--- src/logic/rv32_exec_pkg.sv ---
`default_nettype none

package rv32_exec_pkg;

    // Datapath sizing
    localparam int XLEN       = 32;
    localparam int REG_ADDR_W = 5;
    localparam int NUM_REGS   = 32;
    localparam int PC_STEP    = 4;

    // funct3 codes shared by the IMMED and REGREG groups
    localparam logic [2:0] F3_ADD  = 3'b000;
    localparam logic [2:0] F3_SLL  = 3'b001;
    localparam logic [2:0] F3_SLT  = 3'b010;
    localparam logic [2:0] F3_SLTU = 3'b011;
    localparam logic [2:0] F3_XOR  = 3'b100;
    localparam logic [2:0] F3_SR   = 3'b101;
    localparam logic [2:0] F3_OR   = 3'b110;
    localparam logic [2:0] F3_AND  = 3'b111;

    // SYSTEM privileged encodings, selected by funct3 zero
    localparam logic [2:0]  F3_PRIV     = 3'b000;
    localparam logic [11:0] PRIV_ECALL  = 12'h000;
    localparam logic [11:0] PRIV_EBREAK = 12'h001;
    localparam logic [11:0] PRIV_WFI    = 12'h105;
    localparam logic [11:0] PRIV_MRET   = 12'h302;

    // funct7 of the M extension
    localparam logic [6:0] F7_MULDIV = 7'b0000001;

    typedef enum logic [6:0] {
        LUI     = 7'b0110111,
        AUIPC   = 7'b0010111,
        JAL     = 7'b1101111,
        JALR    = 7'b1100111,
        BRANCH  = 7'b1100011,
        LOAD    = 7'b0000011,
        STORE   = 7'b0100011,
        IMMED   = 7'b0010011,
        REGREG  = 7'b0110011,
        MISCMEM = 7'b0001111,
        SYSTEM  = 7'b1110011
    } opcode_e;

    typedef enum logic [3:0] {
        ALU_ADD, ALU_SUB, ALU_SLL, ALU_SRL, ALU_SRA,
        ALU_AND, ALU_OR, ALU_XOR, ALU_SLT, ALU_SLTU
    } alu_op_e;

    // Encoded as funct3 of the multiply group
    typedef enum logic [1:0] {
        M_MUL    = 2'd0,
        M_MULH   = 2'd1,
        M_MULHSU = 2'd2,
        M_MULHU  = 2'd3
    } m_op_e;

    typedef enum logic [1:0] {A_RS1, A_PC, A_ZERO} a_sel_e;
    typedef enum logic       {B_RS2, B_IMM} b_sel_e;
    typedef enum logic [1:0] {WB_ALU, WB_LINK, WB_IMM} wb_sel_e;

    typedef struct packed {
        logic [6:0]            funct7;
        logic [REG_ADDR_W-1:0] rs2;
        logic [REG_ADDR_W-1:0] rs1;
        logic [2:0]            funct3;
        logic [REG_ADDR_W-1:0] rd;
        opcode_e               opcode;
    } rtype_t;

    typedef struct packed {
        logic [11:0]           imm11_00;
        logic [REG_ADDR_W-1:0] rs1;
        logic [2:0]            funct3;
        logic [REG_ADDR_W-1:0] rd;
        opcode_e               opcode;
    } itype_t;

    typedef struct packed {
        logic [6:0]            imm11_05;
        logic [REG_ADDR_W-1:0] rs2;
        logic [REG_ADDR_W-1:0] rs1;
        logic [2:0]            funct3;
        logic [4:0]            imm04_00;
        opcode_e               opcode;
    } stype_t;

    typedef struct packed {
        logic [19:0]           imm31_12;
        logic [REG_ADDR_W-1:0] rd;
        opcode_e               opcode;
    } utype_t;

    // Side flags, common to decode and retire
    typedef struct packed {
        logic branch;
        logic jump;
        logic load;
        logic store;
        logic csr;
        logic ecall;
        logic ebreak;
        logic mret;
        logic wfi;
        logic illegal;
    } flags_t;

    typedef struct packed {
        logic [REG_ADDR_W-1:0] rs1;
        logic [REG_ADDR_W-1:0] rs2;
        logic [REG_ADDR_W-1:0] rd;
        logic [XLEN-1:0]       imm;
        alu_op_e               alu_op;
        a_sel_e                a_sel;
        b_sel_e                b_sel;
        wb_sel_e               wb_sel;
        logic                  m_valid;
        m_op_e                 m_op;
        logic                  wen;
        flags_t                flags;
    } decode_t;

    typedef struct packed {
        logic [XLEN-1:0]       pc;
        logic [REG_ADDR_W-1:0] rd;
        logic                  wen;
        logic [XLEN-1:0]       wdata;
        flags_t                flags;
    } retire_t;

endpackage

`default_nettype wire

--- src/logic/control_unit.sv ---
`default_nettype none

module control_unit (
    input  logic [31:0]            instr_i,
    input  logic                   m_claim_i,
    input  rv32_exec_pkg::m_op_e   m_op_i,
    output rv32_exec_pkg::decode_t dec_o
);
    import rv32_exec_pkg::*;

    rtype_t fmt_r;
    itype_t fmt_i;
    stype_t fmt_s;
    utype_t fmt_u;

    logic [XLEN-1:0] imm_i;
    logic [XLEN-1:0] imm_s;
    logic [XLEN-1:0] imm_b;
    logic [XLEN-1:0] imm_u;
    logic [XLEN-1:0] imm_j;

    alu_op_e arith_op;
    logic    reg_form;
    logic    maybe_illegal;

    assign fmt_r = rtype_t'(instr_i);
    assign fmt_i = itype_t'(instr_i);
    assign fmt_s = stype_t'(instr_i);
    assign fmt_u = utype_t'(instr_i);

    // Sign-extended immediates of every format
    assign imm_i = {{(XLEN-12){fmt_i.imm11_00[11]}}, fmt_i.imm11_00};
    assign imm_s = {{(XLEN-12){fmt_s.imm11_05[6]}}, fmt_s.imm11_05, fmt_s.imm04_00};
    // B format reuses the S fields with bit 7 moved up to bit 11
    assign imm_b = {
        {(XLEN-13){fmt_s.imm11_05[6]}}, fmt_s.imm11_05[6], fmt_s.imm04_00[0],
        fmt_s.imm11_05[5:0], fmt_s.imm04_00[4:1], 1'b0
    };
    assign imm_u = {fmt_u.imm31_12, 12'b0};
    // J format reuses the U field, scrambled
    assign imm_j = {
        {(XLEN-21){fmt_u.imm31_12[19]}}, fmt_u.imm31_12[19], fmt_u.imm31_12[7:0],
        fmt_u.imm31_12[8], fmt_u.imm31_12[18:9], 1'b0
    };

    assign reg_form = (fmt_r.opcode == REGREG);

    // ALU operation for the IMMED and REGREG groups
    always_comb begin
        arith_op = ALU_ADD;
        case (fmt_r.funct3)
            F3_ADD:  arith_op = (reg_form && instr_i[30]) ? ALU_SUB : ALU_ADD;
            F3_SLL:  arith_op = ALU_SLL;
            F3_SLT:  arith_op = ALU_SLT;
            F3_SLTU: arith_op = ALU_SLTU;
            F3_XOR:  arith_op = ALU_XOR;
            F3_SR:   arith_op = instr_i[30] ? ALU_SRA : ALU_SRL;
            F3_OR:   arith_op = ALU_OR;
            F3_AND:  arith_op = ALU_AND;
            default: arith_op = ALU_ADD;
        endcase
    end

    always_comb begin
        dec_o         = '0;
        maybe_illegal = 1'b0;
        dec_o.rs1     = fmt_r.rs1;
        dec_o.rs2     = fmt_r.rs2;
        dec_o.rd      = fmt_r.rd;
        dec_o.imm     = imm_i;
        dec_o.alu_op  = ALU_ADD;
        dec_o.a_sel   = A_RS1;
        dec_o.b_sel   = B_IMM;
        dec_o.wb_sel  = WB_ALU;
        dec_o.m_valid = m_claim_i;
        dec_o.m_op    = m_op_i;

        case (fmt_r.opcode)
            LUI: begin
                dec_o.imm    = imm_u;
                dec_o.a_sel  = A_ZERO;
                dec_o.wb_sel = WB_IMM;
                dec_o.wen    = 1'b1;
            end
            AUIPC: begin
                dec_o.imm   = imm_u;
                dec_o.a_sel = A_PC;
                dec_o.wen   = 1'b1;
            end
            JAL: begin
                // ALU forms the target, write-back takes the link value
                dec_o.imm        = imm_j;
                dec_o.a_sel      = A_PC;
                dec_o.wb_sel     = WB_LINK;
                dec_o.wen        = 1'b1;
                dec_o.flags.jump = 1'b1;
            end
            JALR: begin
                dec_o.wb_sel     = WB_LINK;
                dec_o.wen        = 1'b1;
                dec_o.flags.jump = 1'b1;
            end
            BRANCH: begin
                dec_o.imm          = imm_b;
                dec_o.b_sel        = B_RS2;
                dec_o.flags.branch = 1'b1;
            end
            LOAD: begin
                dec_o.wen        = 1'b1;
                dec_o.flags.load = 1'b1;
            end
            STORE: begin
                dec_o.imm         = imm_s;
                dec_o.flags.store = 1'b1;
            end
            IMMED: begin
                dec_o.alu_op = arith_op;
                dec_o.wen    = 1'b1;
            end
            REGREG: begin
                dec_o.alu_op  = arith_op;
                dec_o.b_sel   = B_RS2;
                // Unclaimed M encodings write nothing
                dec_o.wen     = !fmt_r.funct7[0] || m_claim_i;
                maybe_illegal = fmt_r.funct7[0];
            end
            MISCMEM: begin
                // Fences retire as no-ops
            end
            SYSTEM: begin
                if (fmt_i.funct3 == F3_PRIV) begin
                    case (fmt_i.imm11_00)
                        PRIV_ECALL:  dec_o.flags.ecall  = 1'b1;
                        PRIV_EBREAK: dec_o.flags.ebreak = 1'b1;
                        PRIV_MRET:   dec_o.flags.mret   = 1'b1;
                        PRIV_WFI:    dec_o.flags.wfi    = 1'b1;
                        default:     ;
                    endcase
                end else begin
                    dec_o.flags.csr = 1'b1;
                end
            end
            default: maybe_illegal = 1'b1;
        endcase

        // M extension overrides a funct7 mismatch
        dec_o.flags.illegal = maybe_illegal && !m_claim_i;
    end

    // Nothing undecodable may reach the register file
    a_illegal_no_wen: assert final (!(dec_o.flags.illegal && dec_o.wen))
        else $error("illegal instruction decoded with write enable");

endmodule

`default_nettype wire

--- config.mk ---
export PLATFORM = sky130hd
export DESIGN_NAME = control_unit
export DESIGN_NICKNAME = d
export VERILOG_FILES = /design/src/logic/rv32_exec_pkg.sv /design/src/logic/control_unit.sv
export SDC_FILE = /design/constraint.sdc
export NUM_CORES = 1
export LEC_CHECK = 0
export BUFFER_PORTS_ARGS = -buffer_cell sky130_fd_sc_hd__buf_4
export CAP_MARGIN = 25
export CORE_AREA = 2 2 42 73
export DETAILED_ROUTE_END_ITERATION = 6
export DIE_AREA = 0 0 44 75
export GPL_TIMING_DRIVEN = 0
export PLACE_DENSITY_LB_ADDON = 0.1
export SYNTH_ARGS = -nofsm -noshare
export SYNTH_HDL_FRONTEND = slang
export SYNTH_SLANG_ARGS = --single-unit
--- constraint.sdc ---
create_clock -name vclk -period 1.6
set_input_delay 0.16 -clock vclk [all_inputs]
set_output_delay 0.16 -clock vclk [all_outputs]
set_load 0.02 [all_outputs]
**Word-level counts from Yosys, hierarchy flattened**

Cells that the tools add are included.

- Register bits after elaboration: 0
- Input bits: 35
- Output and inout port bits: 70

- Equality and inequality tests: 21
- Multiplexer cells: 21
- Reduce and logical (&&, ||, !) cells: 14

Operators with widths:

| cell | count |
|---|---|
| $pmux 31 s4 | 1 |
| $pmux 4 s8 | 1 |
| $eq 7x7->1 const B | 4 |
| $eq 7x6->1 const B | 3 |
| $eq 7x5->1 const B | 2 |
| $eq 12x1->1 const B | 1 |
| $eq 12x10->1 const B | 1 |
| $eq 12x9->1 const B | 1 |
| $eq 3x3->1 const B | 4 |
| $logic_not 12->1 | 1 |
| $mux 1 | 11 |
| $reduce_or 10->1 | 1 |
| $reduce_or 2->1 | 5 |
| $mux 4 | 2 |
| $pmux 2 s2 | 2 |
| $eq 7x2->1 const B | 1 |
| $eq 7x4->1 const B | 1 |
| $eq 3x2->1 const B | 2 |
| $reduce_or 6->1 | 1 |
| $mux 5 | 1 |
| $pmux 1 s2 | 2 |
| $eq 3x1->1 const B | 1 |
| $logic_not 3->1 | 1 |
| $mux 3 | 1 |
| other kinds (3) | 5 |

**Logic depth before layout (Yosys ltp)**

Gate-level depths: netlist of run 1.

- Word-level depth: 5
- Gate-level depth with buffers: 5
- Depth with buffers taken out: 3

**Worst setup path after synthesis of run 1**

Ideal clock, no wire load.

- Path type: input to output
- Start point: in instr_i[3]
- End point: out dec_o[22] (netlist name)
- Arrival time: 1.476 ns
- Data required time: 1.440 ns
- Slack: -0.036 ns
- Stages: 4
- Buffers on the path: 1
- Cell sequence: buf_1 > nor4b_1 > nand3_1 > nor3b_1

RTL lines:

| item | RTL line | text |
|---|---|---|
| from (decl) | control_unit.sv:4 | `input logic [31:0] instr_i,` |
| to (decl) | control_unit.sv:7 | `output rv32_exec_pkg::decode_t dec_o` |

==> results of run 1 <==
what timing repair did:
item,4_1_cts,5_1_grt
hold buffers,0,0
resized for setup,43,22
endpoints found under the setup margin,44,42
pin swaps,13,6
setup buffers,6,1
gates cloned,1,1
Yosys cell counts, types with 2 or more instances:
library cell | count | area share [%]
buf_4 | 19 | 15
a21o_1 | 11 | 8.5
nor2_1 | 10 | 3.9
nor2b_1 | 10 | 6.4
nand3_1 | 8 | 4.1
mux2_2 | 7 | 8.1
nand2_1 | 7 | 2.7
nor4_1 | 5 | 3.2
a21oi_1 | 4 | 2.1
a22o_1 | 4 | 3.6
buf_2 | 4 | 2.1
clkbuf_1 | 3 | 1.2
inv_1 | 3 | 1.2
nand2b_1 | 3 | 1.9
nor3_1 | 3 | 1.5
or3_1 | 3 | 1.9
a31oi_1 | 2 | 1.3
and2_1 | 2 | 1.3
and3b_1 | 2 | 1.8
mux2i_1 | 2 | 2.1
nor3b_1 | 2 | 1.5
o21a_1 | 2 | 1.5
o21ai_0 | 2 | 1.0
o31ai_1 | 2 | 1.5
per-layer routing:
layer	vias up	GRT usage, %	share of wire, %
li1	738	-	-
met1	712	23.7	34
met2	71	46.6	57
met3	2	3.12	8.0
met4	0	2.69	0.52
met5	-	0	0
kinds of logic (layout without fill, tap and decap cells):
logic type                Yosys count  after routing  synth area share [%]
muxes                               9              9                  10.1
buffers and inverters              31            141                  20.5
AOI/OAI and AO/OA                  34             35                  26.6
and+or+nand+nor                    68             68                  41.9
xor gates and xnor gates            1              1                 0.899
worst max-delay path by stage:
stage / start / endpoint / slack [ns] / cells past startpoint
3_3_place_gp: instr_i[6] / dec_o[37] / -0.26 / 6
4_1_cts: instr_i[3] / dec_o[37] / -0.1 / 6
3_5_place_dp: instr_i[6] / dec_o[37] / -0.26 / 6
5_1_grt: instr_i[6] / dec_o[37] / -0.05 / 5
2_1_floorplan: instr_i[3] / dec_o[1] / -0.03 / 4
6_report: instr_i[6] / dec_o[36] / -0.01 / 5
power groups by stage:
stage	clock network [mW]	registers [mW]	logic (mW)
floorplan	0	0	0.260
global placement	0	0	0.486
detailed placement	0	0	0.490
CTS	0	0	0.538
global route	0	0	0.590
finish	0	0	0.554
area by class of cell:
class,count,area [um^2]
buffer,27,196
multi-input combinational,113,912
timing repair buffer,111,938
fill,222,598
tap,27,33.8
inverter,3,11.3
critical path: stages:
cell	delay, ns
buf_6	0.12
or3b_4	0.43
a21oi_4	0.27
mux2_4	0.34
buf_6	0.13
per-stage QoR:
| step | worst slack (ns) | utilization (%) | TNS (ns) | instance area [um^2] | std cells |
|---|---|---|---|---|---|
| after floorplan | -0.0260 | - | -0.104 | 980 | 143 |
| after global placement | -0.257 | 66.4 | -5.22 | 1790 | 273 |
| after detailed placement | -0.262 | 66.4 | -5.82 | 1790 | 273 |
| after CTS | -0.0984 | 74.7 | -0.845 | 2010 | 280 |
| after global routing | -0.0455 | 77.8 | -0.340 | 2090 | 281 |
| final | -0.0144 | 77.8 | -0.0619 | 2090 | 281 |
==> metrics, run 1 <==
vias per cell=5.42; Total Power=between 0.5 and 0.6 mW; Port-buffer cells=103; Peak VDD IR=0.000178 V; Logic pwr share=between 90% and 100%; slew at the pin closest to its max-slew limit=0.441 ns; DR vias=roughly 1,500; GR Overflow Total=0; first-pass GRT wire length=6.03 mm; die width=44 um; Hold Path Depth=2; clock buffer count=0; initial core utilization=36.2%; diode count=0; Final Hold Violating Endpoints=0; fin nets=291; sw frac=between 40% and 50%; row cnt=25; synth unique cells=47; final setup fails=5; largest net degree at the start of global routing=11; sequential cell area=0 um^2; fmax=slightly above 600 MHz; DIE HEIGHT=75 um; number of flip-flops and latches=0; Static Leak=1.04 nW; Hold Slack=roughly 0.52 ns; top-level I/O count=about 110; relative slew slack=70.4%; final slew viol count=0; Hold Crit Start=m_op_i[0]; vias in the first global route=1,383; WL per Instance=14.3 um; RSZ-0062 raised after global routing=yes; gr usage total=22.6%; most frequent cells in the layout=buf_4, buf_6, a21o_1; Flop pwr share=0%; max cap viols=0; Mapped Area=~1000 um^2; GPL Wtd Cong=0.845; register area share after synthesis=0%; die area=3300 um^2; outcome=complete, but fails checks; Worst setup EP type=output pin; worst-path fanout max=9; DRT iter0 DRCs=20; pwr dens=about 260 nW/um^2; core area=2690 um^2; internal power=0.280 mW; fin crit share=101%; commonest non-fill, non-tap cell in the layout=buf_4; clock power share=0%; failing checks=negative setup slack; Crit Path Class=in -> out; post-route DRC violation count=0; Min-Delay Endpoint=dec_o[11]; P_sw=0.274 mW; Worst Hold Class=in -> out; min Tclk post-route=1.61 ns; 1st-pass router iterations=4; DPL Wire Length=2.97 mm; net count of the mapped netlist=178; Synth Warn #=0; average size of a mapped cell=6.82 um^2; Worst Slack Setup Final=-0.0144 ns; initial antenna violation count=0; Gate Count Post-Synth=143; Critical Path AT=1.45 ns; layout cells sized above 1=64.2%; required time of the critical path=1.44 ns; total wire length=between 4 and 5 mm; critical path launch point type=input port; Syn-to-layout area delta=115%; DRT antenna net count=0
No activity file was read; power rests on OpenSTA's default activity.
==> inputs of run 2 (changes only) <==
Settings changed: CELL_PAD_IN_SITES_DETAIL_PLACEMENT from default to 2, CELL_PAD_IN_SITES_GLOBAL_PLACEMENT from default to 2, CORE_AREA 2 2 42 73 to 2 2 63 109, DIE_AREA 0 0 44 75 to 0 0 65 111.
==> run 2 against run 1 <==
The flow still finishes with violations (negative setup slack). Critical path depth is 2 higher. Design area is 6.2% higher. Worst hold slack hardly changed. Non-clock buffer count is 5 higher. Setup slack worse by 0.014 ns. Via count is 1.6% higher. Count of clock-buffer cells in the layout stayed put. Core utilization is 43 points lower. Critical path type unchanged. Largest cell class unchanged. Highest routed layer unchanged.
==> metrics, run 2 (same netlist as run 1, synthesis figures left out) <==
outcome=complete, but fails checks (unchanged); failing checks=negative setup slack (unchanged); relative slew slack=69.6% (was 70.4%); Worst setup EP type=output pin (unchanged); DR vias=1,548 (was 1,523); P_sw=0.289 mW (was 0.274 mW); number of flip-flops and latches=0 (unchanged); GR Overflow Total=0 (unchanged); DP Worst Slack=-0.486 ns (was -0.262 ns); initial antenna violation count=0 (unchanged); placed inst area=1860 um^2 (was 1790 um^2); Port-buffer cells=103 (unchanged); final slew viol count=0 (unchanged); pwr dens=262 nW/um^2 (was 265 nW/um^2); Logic pwr share=100.0% (about the same); clock buffer count=0 (unchanged); Hold Slack=0.519 ns (about the same); Flop pwr share=0% (about the same); sw frac=49.6% (was 49.5%); GPL Wtd Cong=0.742 (was 0.845); die area=7220 um^2 (was 3300 um^2); most frequent cells in the layout=buf_4, buf_6, a21o_1 (unchanged); die width=65 um (was 44 um); fmax=614 MHz (was 619 MHz); gr usage total=14.6% (was 22.6%); Final Hold Violating Endpoints=0 (unchanged); max cap viols=0 (unchanged); Static Leak=1.08 nW (was 1.04 nW); fin nets=295 (was 291); vias per cell=4.55 (was 5.42); post-route DRC violation count=0 (unchanged); min Tclk post-route=1.63 ns (was 1.61 ns); first-pass GRT wire length=8.70 mm (was 6.03 mm); final setup fails=16 (was 5); largest net degree at the start of global routing=11 (unchanged); total wire length=5.52 mm (was 4.01 mm); final core occ=34.7% (was 77.8%); slew at the pin closest to its max-slew limit=0.453 ns (was 0.441 ns); fin crit share=102% (was 101%); Syn-to-layout area delta=128% (was 115%); footprint of the multi-input gates=920 um^2 (was 912 um^2); Worst Hold Class=in -> out (unchanged); sequential cell area=0 um^2 (unchanged); 1st-pass router iterations=4 (unchanged); vias in the first global route=1,646 (was 1,383); diode count=0 (unchanged); DRT iter0 DRCs=22 (was 20); Crit Path Class=in -> out (unchanged); Finished Cell Area=2220 um^2 (was 2090 um^2); core area=6390 um^2 (was 2690 um^2); initial core utilization=15.2% (was 36.2%); Critical Path AT=1.47 ns (was 1.45 ns); Total Power=0.583 mW (was 0.554 mW); filler cell count=761 (was 222); Peak VDD IR=0.0000766 V (was 0.000178 V); critical path launch point type=input port (unchanged); internal power=0.294 mW (was 0.280 mW); WL per Instance=16.2 um (was 14.3 um); RSZ-0062 raised after global routing=yes (unchanged); DRT antenna net count=0 (unchanged); clock power share=0% (about the same); commonest non-fill, non-tap cell in the layout=buf_4 (unchanged); hold buffers post-CTS=0 (unchanged); top-level I/O count=105 (unchanged); DIE HEIGHT=111 um (was 75 um); Worst Slack Setup Final=-0.0288 ns (was -0.0144 ns); row cnt=39 (was 25); required time of the critical path=1.44 ns (about the same); layout cells sized above 1=66.7% (was 64.2%); DPL Wire Length=4.38 mm (was 2.97 mm); worst-path fanout max=8 (was 9)
-- run 2: cell types whose count changed in the layout (fill, tap and decap cells not counted), sizes merged --
| cell | change |
|---|---|
| clkbuf | -1 |
| buf | +6 |
| a21oi | -1 |
-- run 2: layout make-up --
| cell class | count | share of cell area, % |
|---|---|---|
| multi-input cells | 112 | 41.4 |
| plain buffers | 27 | 9.13 |
| well taps | 82 | 4.62 |
| inverters | 3 | 0.507 |
| repair buffers | 116 | 44.3 |
-- run 2: final timing paths --
check                  start         to  slack (ns)  cells past startpoint
setup / recovery  instr_i[6]  dec_o[46]       -0.03                      7
hold / removal     m_op_i[1]  dec_o[12]        0.52                      2
-- run 2: metal layers --
layer	track usage, %	vias up	wire [um]
met2	31.3	71	3310
li1	-	740	-
met5	0	-	0
met3	1.73	2	355
met4	0	0	24
met1	15.0	735	1820
-- run 2: power by group through the flow --
| stage | Combinational [mW] | Sequential [mW] | Clock, mW |
|---|---|---|---|
| after floorplan | 0.260 | 0 | 0 |
| after CTS | 0.568 | 0 | 0 |
| after global routing | 0.624 | 0 | 0 |
| final | 0.583 | 0 | 0 |
| after global placement | 0.508 | 0 | 0 |
| after detailed placement | 0.511 | 0 | 0 |
-- run 2: critical path: stages --
cell and delay [ns]:
buf_12 0.11, or3b_4 0.42, buf_6 0.14, o21a_4 0.21, buf_6 0.13, a21o_1 0.17
buf_6 0.13
-- run 2: what timing repair did --
item | in CTS | in global routing
resized for setup | 51 | 26
setup endpoints to repair | 45 | 43
pin swaps | 4 | 10
buffers inserted | 8 | 4
gates cloned | 2 | 1
-- run 2: stage by stage --
step                setup TNS [ns]  std cells
detailed placement           -8.52        328
global route                -0.856        340
finish                      -0.117        340
CTS                          -2.43        338
global placement             -7.92        328
floorplan                   -0.104        143
